==> src/hw/busAckPkg.sv <==
/* Shared definitions for the transfer-acknowledge block: space codes, wait-state
   table, timeout length and the vector types used on the ports */
package busAckPkg;

    // Full 68040 bus address
    typedef logic [31:0] busAddrT;

    // Decoded address space, held for the length of one bus cycle
    typedef logic [2:0] spaceCodeT;

    localparam spaceCodeT SPACE_NONE     = 3'd0;
    localparam spaceCodeT SPACE_ROM      = 3'd1;
    localparam spaceCodeT SPACE_IO       = 3'd2;
    localparam spaceCodeT SPACE_CONFIG   = 3'd3;
    localparam spaceCodeT SPACE_CIA      = 3'd4;
    localparam spaceCodeT SPACE_UNMAPPED = 3'd5;

    ////////////////////////////////
    // Decode rule, address bits 23..16
    //   F8..FF  ROM
    //   BF      CIA
    //   DA..DF  IO
    //   E8      CONFIG
    //   others  unmapped, ended by the timeout
    // CIA and IO cycles are cache inhibited, all other spaces may be cached
    ////////////////////////////////

    // Timed spaces, timer i serves space code i+1
    localparam int NUM_TIMERS = 3;

    // One bit per wait-state timer
    typedef logic [NUM_TIMERS-1:0] timerMaskT;

    // One wait-state count
    typedef logic [3:0] delayT;

    // Wait states per timer: ROM, IO, CONFIG
    // ROM gets the longest delay to cover the ROM setup time
    localparam delayT WAIT_STATES [NUM_TIMERS] = '{4'd5, 4'd2, 4'd3};

    // Cycles before an unclaimed cycle is acknowledged
    localparam int TIMEOUT_CYCLES = 32;
    localparam int TIMEOUT_WIDTH  = $clog2(TIMEOUT_CYCLES);

    // Down-counter for the unclaimed-cycle timeout
    typedef logic [TIMEOUT_WIDTH-1:0] timeoutCntT;

endpackage

==> src/hw/ackMerge.sv <==
/* Acknowledge merge: combines all acknowledges and the unclaimed-cycle timeout,
   drives TA, TCI and ROM enable levels with their output enables */
`timescale 1ns/10ps

module ackMerge (
    input  logic                  CLK40,
    input  logic                  nRESET,
    input  busAckPkg::timerMaskT  timerAck,
    input  logic                  ciaAck,
    input  logic                  idleStart,
    input  busAckPkg::spaceCodeT  spaceCode,
    output logic                  cycleDone,
    output logic                  nTA,
    output logic                  taEnable,
    output logic                  nTCI,
    output logic                  tciEnable,
    output logic                  nROMEN
);

    import busAckPkg::*;

    logic       timeoutRun;
    timeoutCntT timeoutCnt;
    logic       timeoutAck;
    logic       ackLevel;
    logic       inhibitSpace;
    logic       holdHigh;
    logic       holdInhibit;

    //////////////////////////////
    // Unclaimed-cycle timeout
    //////////////////////////////

    // Nothing answers an unmapped address, so end the cycle ourselves
    always_ff @(posedge CLK40, negedge nRESET) begin
        if (!nRESET) begin
            timeoutRun <= 1'b0;
            timeoutCnt <= '0;
        end else if (idleStart) begin
            timeoutRun <= 1'b1;
            timeoutCnt <= timeoutCntT'(TIMEOUT_CYCLES - 1);
        end else if (timeoutRun) begin
            if (timeoutCnt == '0) begin
                timeoutRun <= 1'b0;
            end else begin
                timeoutCnt <= timeoutCnt - timeoutCntT'(1);
            end
        end
    end

    assign timeoutAck = timeoutRun && (timeoutCnt == '0);

    //////////////////////////////
    // Acknowledge and hold
    //////////////////////////////

    assign ackLevel  = (|timerAck) || ciaAck || timeoutAck;
    assign cycleDone = ackLevel;

    // CIA and IO must never be cached
    assign inhibitSpace = (spaceCode == SPACE_CIA) || (spaceCode == SPACE_IO);

    // One extra cycle of driven-high TA so the next cycle cannot end early
    always_ff @(posedge CLK40, negedge nRESET) begin
        if (!nRESET) begin
            holdHigh    <= 1'b0;
            holdInhibit <= 1'b0;
        end else begin
            holdHigh    <= ackLevel;
            holdInhibit <= ackLevel && inhibitSpace;
        end
    end

    // Levels and their drive enables
    assign nTA       = holdHigh || !ackLevel;
    assign taEnable  = (spaceCode != SPACE_NONE) || holdHigh;
    assign nTCI      = !(ackLevel && inhibitSpace);
    assign tciEnable = inhibitSpace || holdInhibit;
    assign nROMEN    = (spaceCode != SPACE_ROM);

endmodule

==> src/hw/ciaCycleSync.sv <==
/* CIA cycle termination: follows the slow CIA clock and acknowledges after
   a falling edge of it */
`timescale 1ns/10ps

module ciaCycleSync (
    input  logic  CLK40,
    input  logic  nRESET,
    input  logic  CLKCIA,
    input  logic  start,
    output logic  ack
);

    typedef enum logic [1:0] {
        CIA_IDLE,
        CIA_WAIT_HIGH,
        CIA_WAIT_LOW
    } ciaStateT;

    ciaStateT   state;
    logic [1:0] lastClk;

    //////////////////////////////
    // CIA clock history and FSM
    //////////////////////////////

    // The CIA latches its chip select on the clock edge, so we must end the
    // cycle only once the clock has gone high and then settled low again
    always_ff @(posedge CLK40, negedge nRESET) begin
        if (!nRESET) begin
            lastClk <= 2'b00;
            state   <= CIA_IDLE;
            ack     <= 1'b0;
        end else begin
            // Two-sample history of the CIA clock
            lastClk <= {lastClk[0], CLKCIA};
            ack     <= 1'b0;

            case (state)
                CIA_IDLE: begin
                    if (start) begin
                        state <= CIA_WAIT_HIGH;
                    end
                end
                CIA_WAIT_HIGH: begin
                    // Arm on two high samples
                    if (lastClk == 2'b11) begin
                        state <= CIA_WAIT_LOW;
                    end
                end
                CIA_WAIT_LOW: begin
                    // Two low samples, falling edge is behind us
                    if (lastClk == 2'b00) begin
                        ack   <= 1'b1;
                        state <= CIA_IDLE;
                    end
                end
                default: begin
                    state <= CIA_IDLE;
                end
            endcase
        end
    end

endmodule

==> src/hw/spaceDecoder.sv <==
/* Address space decoder: registers the space at transfer start, holds it
   until the cycle ends and fires the matching start strobe */
`timescale 1ns/10ps

module spaceDecoder (
    input  logic                  CLK40,
    input  logic                  nRESET,
    input  logic                  TS,
    input  busAckPkg::busAddrT    ADDR,
    input  logic                  cycleDone,
    output busAckPkg::spaceCodeT  spaceCode,
    output busAckPkg::timerMaskT  timerStart,
    output logic                  ciaStart,
    output logic                  idleStart
);

    import busAckPkg::*;

    spaceCodeT newCode;

    //////////////////////////////
    // Address decode
    //////////////////////////////

    // Only bits 23..16 take part in the decode
    function automatic spaceCodeT decodeSpace(input logic [7:0] hiAddr);
        spaceCodeT code;
        if (hiAddr >= 8'hF8) begin
            code = SPACE_ROM;
        end else if (hiAddr == 8'hBF) begin
            code = SPACE_CIA;
        end else if ((hiAddr >= 8'hDA) && (hiAddr <= 8'hDF)) begin
            code = SPACE_IO;
        end else if (hiAddr == 8'hE8) begin
            code = SPACE_CONFIG;
        end else begin
            code = SPACE_UNMAPPED;
        end
        return code;
    endfunction

    assign newCode = decodeSpace(ADDR[23:16]);

    //////////////////////////////
    // Held space and start strobes
    //////////////////////////////

    always_ff @(posedge CLK40, negedge nRESET) begin
        if (!nRESET) begin
            spaceCode  <= SPACE_NONE;
            timerStart <= '0;
            ciaStart   <= 1'b0;
            idleStart  <= 1'b0;
        end else begin
            // Strobes last one cycle
            timerStart <= '0;
            ciaStart   <= 1'b0;
            idleStart  <= 1'b0;

            if (cycleDone) begin
                // Cycle ended, free the decoder
                spaceCode <= SPACE_NONE;
            end else if (TS && (spaceCode == SPACE_NONE)) begin
                // A TS while a cycle is held falls through here and is dropped
                spaceCode <= newCode;
                case (newCode)
                    SPACE_ROM, SPACE_IO, SPACE_CONFIG: begin
                        // Timer index is space code minus one
                        timerStart <= timerMaskT'(1) << (newCode - SPACE_ROM);
                    end
                    SPACE_CIA: begin
                        ciaStart <= 1'b1;
                    end
                    default: begin
                        idleStart <= 1'b1;
                    end
                endcase
            end
        end
    end

endmodule

==> src/hw/transferAckTop.sv <==
/* Transfer-acknowledge top: space decoder, wait-state timers, CIA sync
   and acknowledge merge */
`timescale 1ns/10ps

module transferAckTop (
    input  logic                CLK40,
    input  logic                nRESET,
    input  logic                TS,
    input  busAckPkg::busAddrT  ADDR,
    input  logic                CLKCIA,
    output logic                nTA,
    output logic                taEnable,
    output logic                nTCI,
    output logic                tciEnable,
    output logic                nROMEN
);

    import busAckPkg::*;

    spaceCodeT spaceCode;
    timerMaskT timerStart;
    timerMaskT timerAck;
    logic      ciaStart;
    logic      idleStart;
    logic      ciaAck;
    logic      cycleDone;

    //////////////////////////////
    // Decode
    //////////////////////////////

    spaceDecoder decoder (
        .CLK40      (CLK40),
        .nRESET     (nRESET),
        .TS         (TS),
        .ADDR       (ADDR),
        .cycleDone  (cycleDone),
        .spaceCode  (spaceCode),
        .timerStart (timerStart),
        .ciaStart   (ciaStart),
        .idleStart  (idleStart)
    );

    //////////////////////////////
    // Timed spaces
    //////////////////////////////

    // One timer per timed space, delay from the package table
    for (genvar i = 0; i < NUM_TIMERS; i++) begin : genTimer
        waitStateTimer timer (
            .CLK40  (CLK40),
            .nRESET (nRESET),
            .start  (timerStart[i]),
            .delay  (WAIT_STATES[i]),
            .ack    (timerAck[i])
        );
    end

    // CIA space
    ciaCycleSync ciaSync (
        .CLK40  (CLK40),
        .nRESET (nRESET),
        .CLKCIA (CLKCIA),
        .start  (ciaStart),
        .ack    (ciaAck)
    );

    // Output levels
    ackMerge merge (
        .CLK40     (CLK40),
        .nRESET    (nRESET),
        .timerAck  (timerAck),
        .ciaAck    (ciaAck),
        .idleStart (idleStart),
        .spaceCode (spaceCode),
        .cycleDone (cycleDone),
        .nTA       (nTA),
        .taEnable  (taEnable),
        .nTCI      (nTCI),
        .tciEnable (tciEnable),
        .nROMEN    (nROMEN)
    );

endmodule

==> src/hw/waitStateTimer.sv <==
/* Wait-state timer: acknowledges a fixed number of cycles after its start
   strobe, delay given per instance */
`timescale 1ns/10ps

module waitStateTimer (
    input  logic              CLK40,
    input  logic              nRESET,
    input  logic              start,
    input  busAckPkg::delayT  delay,
    output logic              ack
);

    import busAckPkg::*;

    typedef enum logic {
        TIMER_IDLE,
        TIMER_COUNT
    } timerStateT;

    timerStateT state;
    delayT      count;

    //////////////////////////////
    // Down-counter FSM
    //////////////////////////////

    // Loaded with delay-1 on the start edge, so a zero count
    // lands exactly delay cycles after the start strobe
    always_ff @(posedge CLK40, negedge nRESET) begin
        if (!nRESET) begin
            state <= TIMER_IDLE;
            count <= '0;
        end else begin
            case (state)
                TIMER_IDLE: begin
                    if (start) begin
                        count <= delay - delayT'(1);
                        state <= TIMER_COUNT;
                    end
                end
                TIMER_COUNT: begin
                    if (count == '0) begin
                        // Expired this cycle, ack is out now
                        state <= TIMER_IDLE;
                    end else begin
                        count <= count - delayT'(1);
                    end
                end
                default: begin
                    state <= TIMER_IDLE;
                end
            endcase
        end
    end

    // One-cycle pulse on expiry, decoded from registers only
    assign ack = (state == TIMER_COUNT) && (count == '0);

endmodule

==> config.mk <==
export PLATFORM = sky130hd
export DESIGN_NAME = transferAckTop
export DESIGN_NICKNAME = d
export VERILOG_FILES = /design/src/hw/busAckPkg.sv /design/src/hw/ackMerge.sv /design/src/hw/ciaCycleSync.sv /design/src/hw/spaceDecoder.sv /design/src/hw/transferAckTop.sv /design/src/hw/waitStateTimer.sv
export SDC_FILE = /design/constraint.sdc
export NUM_CORES = 1
export LEC_CHECK = 0
export ABC_AREA = 1
export ABC_CLOCK_PERIOD_IN_PS = 4100
export BUFFER_PORTS_ARGS = -buffer_cell sky130_fd_sc_hd__buf_2
export CAP_MARGIN = 25
export CORE_ASPECT_RATIO = 0.9
export CORE_UTILIZATION = 50
export DETAILED_ROUTE_END_ITERATION = 6
export PLACE_DENSITY = 0.78
export SLEW_MARGIN = 15
export SYNTH_ARGS = -nofsm -noshare
export SYNTH_HDL_FRONTEND = slang
export SYNTH_SLANG_ARGS = --single-unit
==> constraint.sdc <==
create_clock -name CLK40 -period 4.1 [get_ports CLK40]
set_clock_uncertainty 0.05 [all_clocks]
set_input_delay 0.615 -clock CLK40 [delete_from_list [all_inputs] [get_ports CLK40]]
set_output_delay 0.615 -clock CLK40 [all_outputs]
set_load 0.05 [all_outputs]
After elaboration in Yosys (flattened, before gate mapping)
Cells that the tools add are included.
{ "word_totals": {"elab_cells": 129, "out_inout_bits": 5, "regBits": 36, "romBits": 0, "inputBits": 36, "n_memories": 0, "latch_bits": 0, "ramBits": 0} }
{ "op_classes": {"n_eq_ne": 22, "n_mux": 45, "reduce_logical": 33, "div_mod_pow": 0, "n_bitwise": 3, "shifts": 1, "mul": 0, "add_sub_neg": 5, "n_lt_le_gt_ge": 3} }
{ "ops": {"columns": ["operator", "n"], "rows": [
  ["3-bit two-way mux", 9],
  ["4-bit two-way mux", 6],
  ["4-bit case mux with 2 select lines", 3],
  ["1-bit two-way mux", 17],
  ["8-bit == test, second input constant", 2],
  ["8-bit greater-or-equal comparator, second input constant", 2],
  ["2-bit inequality test, second input constant", 8],
  ["5-bit two-way mux", 3],
  ["4-bit zero test", 3],
  ["4-bit by 1-bit subtractor with 4-bit output, second input constant", 3],
  ["3-bit by 2-bit == test with 1-bit output, second input constant", 3],
  ["8-bit less-or-equal comparator, second input constant", 1],
  ["2-bit AND reduction", 4],
  ["1-bit logical AND", 7],
  ["3-bit == test, second input constant", 2],
  ["1-bit logical OR", 6],
  ["2-bit two-way mux", 3],
  ["1-bit case mux with 2 select lines", 3],
  ["2-bit case mux with 3 select lines", 1],
  ["3-bit OR reduction", 2],
  ["5-bit zero test", 1],
  ["5-bit by 1-bit subtractor with 5-bit output, second input constant", 1],
  ["2-bit == test, second input constant", 2],
  ["2-bit zero test", 2],
  ["13 further kinds", 18]
]} }

Longest topological paths before layout
{ "depth": {"word_depth": 10, "depth_mapped": 10, "mapped_depth_nobuf": 10} }

Hierarchy
From an unflattened synthesis, not the netlist that was laid out.
{ "hier_totals": {"cells_unflattened": 288, "hier_area_um2": 2097.0} }
{ "by_module_without_submodules": {"columns": ["mod", "seq_area_each_um2", "cells_each", "instances", "area_per_inst_um2"], "rows": [
  ["waitStateTimer", 125.1, 47, 3, 322.8],
  ["spaceDecoder", 200.2, 62, 1, 473.0],
  ["ackMerge", 200.2, 63, 1, 457.9],
  ["ciaCycleSync", 125.1, 20, 1, 190.2],
  ["transferAckTop", 0.0, 2, 1, 7.5]
]} }

Worst setup path before layout
OpenSTA, ideal clock, no wires.
{ "synth_timing": {"kind": "register to output", "from": "register genTimer[2].timer.count[0]", "to": "output port nTA", "path_slack_ps": 2006, "stages_incl_launch_ff": 10, "n_path_buf": 0, "t_arrival_ps": 1429, "required_time_ps": 3435, "path_cell_list": "dfrtp_1 > inv_1 > ha_1 > nand2_1 > inv_2 > nand2_4 > nand2_4 > nor2_8 > nand2_2 > nand2_1"} }
{ "synth_between": {"elab_chain_cells": 7} }
{ "synth_lines": {"columns": ["item", "line", "text"], "rows": [
  ["start, declared", "waitStateTimer.sv:21", "delayT count;"],
  ["start signal, assigned", "waitStateTimer.sv:37", "count <= delay - delayT'(1);"],
  ["start signal, assigned", "waitStateTimer.sv:46", "count <= count - delayT'(1);"],
  ["4-bit zero test", "waitStateTimer.sv:57", "assign ack = (state == TIMER_COUNT) && (count == '0);"],
  ["1-bit logical AND", "waitStateTimer.sv:57", null],
  ["3-bit OR reduction", "ackMerge.sv:57", "assign ackLevel = (|timerAck) || ciaAck || timeoutAck;"],
  ["1-bit logical OR (2 in a row)", "ackMerge.sv:57", null],
  ["named net cycleDone", "transferAckTop.sv:26", "logic cycleDone;"],
  ["1-bit zero test", "ackMerge.sv:75", "assign nTA = holdHigh || !ackLevel;"],
  ["1-bit logical OR", "ackMerge.sv:75", null],
  ["end, declared", "transferAckTop.sv:11", "output logic nTA,"]
]} }
The timed path passes the listed nets, and every way through them passes these cells.

Worst setup path in the final report
Same ends and word-level chain as after synthesis.

==> flow_summary.ini <==
[outcome]
run_status = completed

[critical_path]
slowest_stage = dfrtp_1
critPathKind = flip-flop to output port
path_cells = inv_1 > ha_1 > nand2_1 > inv_2 > nand2_4 > nand2_4 > nor2_8 > nand2_2 > nand2_1 > buf_2
startpoint_type = flip-flop
worst_path_largest_cell_delay_ns = 0.39
crit_buf_inv = 3
worstPathArrival_ns = 1.79
ff2ff_path_depth = 9
crit_fanout = 6
critPathTopFamily = simple AND/OR/NAND/NOR gates
critPathCaptureType = output port
crit_cells = 10
cp.required_ns = 3.43

[floorplanning]
rows = 20
die_area_sq_um = 3930
die_w_um = 66.0
core_sq_um = 3450
start_util_pct = 53.3
io_pins = 41
dieHeight_um = 59.6

[logic_synthesis]
synth_top_cell_area_share_pct = 48.9
synth_common_cells = 46 x nand2_1, 36 x dfrtp_1, 32 x inv_1
yosys.area.top_type = dfrtp_1
synth_most_common_cell = nand2_1
synth_edf_count = 0
syn-num-nets = 261
synth_area_sq_um = 1840
ys_ff_latch = 36
ys_async_sr_fraction_pct = 100
synth_area_leaders = dfrtp_1 49%, nand2_1 9.4%, inv_1 6.5%
yosysWarnings = 0
ys_seq_area_share_pct = 48.9
syn_area_per_cell_sq_um = 8.37
postSynthCellCount = 220
synth_cell_type_count = 26
synthFlopType = dfrtp_1

[grt]
grt_overflow_total = 0
grt_max_degree = 37
grt_pass1_wl_um = 5110
antenna_found_initial = 0
grt_pass1_vias = 1273
grt_usage_pct = 17.3

[power_and_ir_drop]
p_per_area_nw_per_um2 = 297
p_seq_share_pct = 58.5
switchingPower_w = 0.000131
ir_drop_mv = 0.182
intPower_w = 0.000478
power_frac_comb_pct = 3.3
pwr-share-clk_pct = 38.2
power.leakage_nw = 1.05
power_w = 0.000609
switching_share_pct = 21.5

[sta]
tightest_slew_ns = 0.788
relSlewSlack_pct = 47.5
fin_crit_sh_pct = 59.9
drv_slew = 0
min_period_ns = 2.46
setup_viol_count_final = 0
fmax_mhz = 407
timing.setup.tns_ns = 0
hold_viol = 0
rsz0062_at_grt = no

[routing]
routed_wl_um = 2910
vias = 1373
via_per_inst = 4.78
drt_iter0_markers = 82
first_pass_iters = 4
drcViolationCount = 0
drtAntennaViolNets = 0
wl_per_cell_um = 10.1

[layout]
multi_input_area_sq_um = 801
antenna_cells = 0
nFillCells = 315
area_growth_syn_to_layout_pct = 11.6
fin_util_pct = 59.5
fin_nets = 284
drive_gt1_share_pct = 21.8
ff_latch_area_sq_um = 901

[cts]
clkTransAtPathRegs_ns = 0.07
cts_made_buffers = 5
cts_num_sinks = 36
ctsResizeCount = 0
htree_levels = 2
post_cts_buffers = 0
cts_tree = yes
max-clock-path-buffers = 2
clkLatencyLatePin_ns = 0.28
hold_buffers = 0
cts-root-buf = clkbuf_8

[min_path]
hold_path_depth = 0
hp-class = flip-flop to flip-flop

[place]
hpwl_um = 2150
globalplace.congestion = 0.779
portBuffers = 16

[run]
drv_cap = 0
path summary, 6_finish.rpt:
check,from,to,slack (ns)
max in group asynchronous,nRESET,ciaSync.ack,3.14
min,ciaSync.lastClk[0],ciaSync.lastClk[1],0.34
max,genTimer[2].timer.count[0],nTA,1.64
max reg2reg,genTimer[0].timer.count[0],genTimer[0].timer.count[2],2.64
min in group asynchronous,nRESET,genTimer[1].timer.count[1],0.36
min reg2reg,ciaSync.lastClk[0],ciaSync.lastClk[1],0.34
area by class of cell:
class                           count  share of cell area, %
Sequential cell                    36                   43.9
Multi-Input combinational cell    147                   39.0
Inverter                           37                   6.76
Timing Repair Buffer               16                   3.90
Clock buffer                        6                   3.53
Tap cell                           44                   2.68
Clock inverter                      1                  0.244
layout by cell type (no fill, tap or decap):
cell      netlist  final
clkbuf_8        0      5
nand4_1         4      4
a21oi_1         4      4
o21ai_0        11     11
clkbuf_1        0      1
dfrtp_1        36     36
nand3_2         2      2
nand4_2         1      1
inv_2           5      5
nand3_1        18     18
a31oi_1         2      2
nor2_1         23     23
o22ai_1         2      2
inv_1          32     32
nor2_2          4      4
ha_1            5      5
clkinv_2        0      1
o21ai_2         1      1
nand2_2         7      7
nor2_4          1      1
nand2_1        46     46
nor2_8          1      1
nor3_2          1      1
nor3_1          1      1
or2_2           2      2
nand2_4         4      4
a21oi_2         2      2
o21ai_1         3      3
buf_2           0     16
xor2_1          2      2
metrics by stage:
stage / instances / hold slack (ns) / setup WS [ns] / cell area, sq um
after floorplan: 220 / 0.269 / 2.01 / 1840
after global placement: 280 / 0.327 / 1.96 / 1980
after detailed placement: 280 / 0.337 / 1.94 / 1980
after CTS: 287 / 0.352 / 1.62 / 2050
after global routing: 287 / 0.368 / 1.51 / 2050
final: 287 / 0.344 / 1.64 / 2050
state kept, by name, summed over array words and instances, names as in the netlist, 2 cells and up:
register,cells
genTimer.timer.state,3
decoder.timerStart,3
ciaSync.lastClk,2
merge.timeoutCnt,5
genTimer.timer.count,12
ciaSync.state,2
decoder.spaceCode,3
cell families (layout without fill, tap and decap cells):
group	count (synthesis)	in the layout	share of synthesized area [%]
buffers and inverters	37	60	7.55
and+or+nand+nor	115	115	31.5
adders and majority gates	5	5	3.40
AOI/OAI and AO/OA	25	25	7.68
xor gates and xnor gates	2	2	0.952
DFF	36	36	48.9
worst reg2reg max path: stages, from the launching register on:
cell	delay (ns)
dfrtp_1	0.39
inv_1	0.13
ha_1	0.17
nand2_1	0.05
inv_1	0.06
nand2_2	0.07
nand2_1	0.14
nand2_2	0.11
nand3_1	0.09
nand3_1	0.08
power groups by stage:
| stage | sequential [W] | clock, W | combinational (W) |
|---|---|---|---|
| floorplan | 0.000363 | 0 | 0.00000611 |
| detailed placement | 0.000363 | 0 | 0.0000207 |
| global route | 0.000356 | 0.000252 | 0.0000239 |
| global placement | 0.000363 | 0 | 0.0000206 |
| finish | 0.000357 | 0.000232 | 0.0000200 |
| CTS | 0.000356 | 0.000242 | 0.0000208 |
layer usage:
layer / GRT usage, % / share of wire, % / up-vias
met3: 4.04 / 3.0 / 4
li1: - / - / 739
met5: 0 / 0 / -
met2: 27.8 / 44 / 23
met4: 6.38 / 1.5 / 0
met1: 22.9 / 52 / 607
Power figures use the tool's default switching activity.
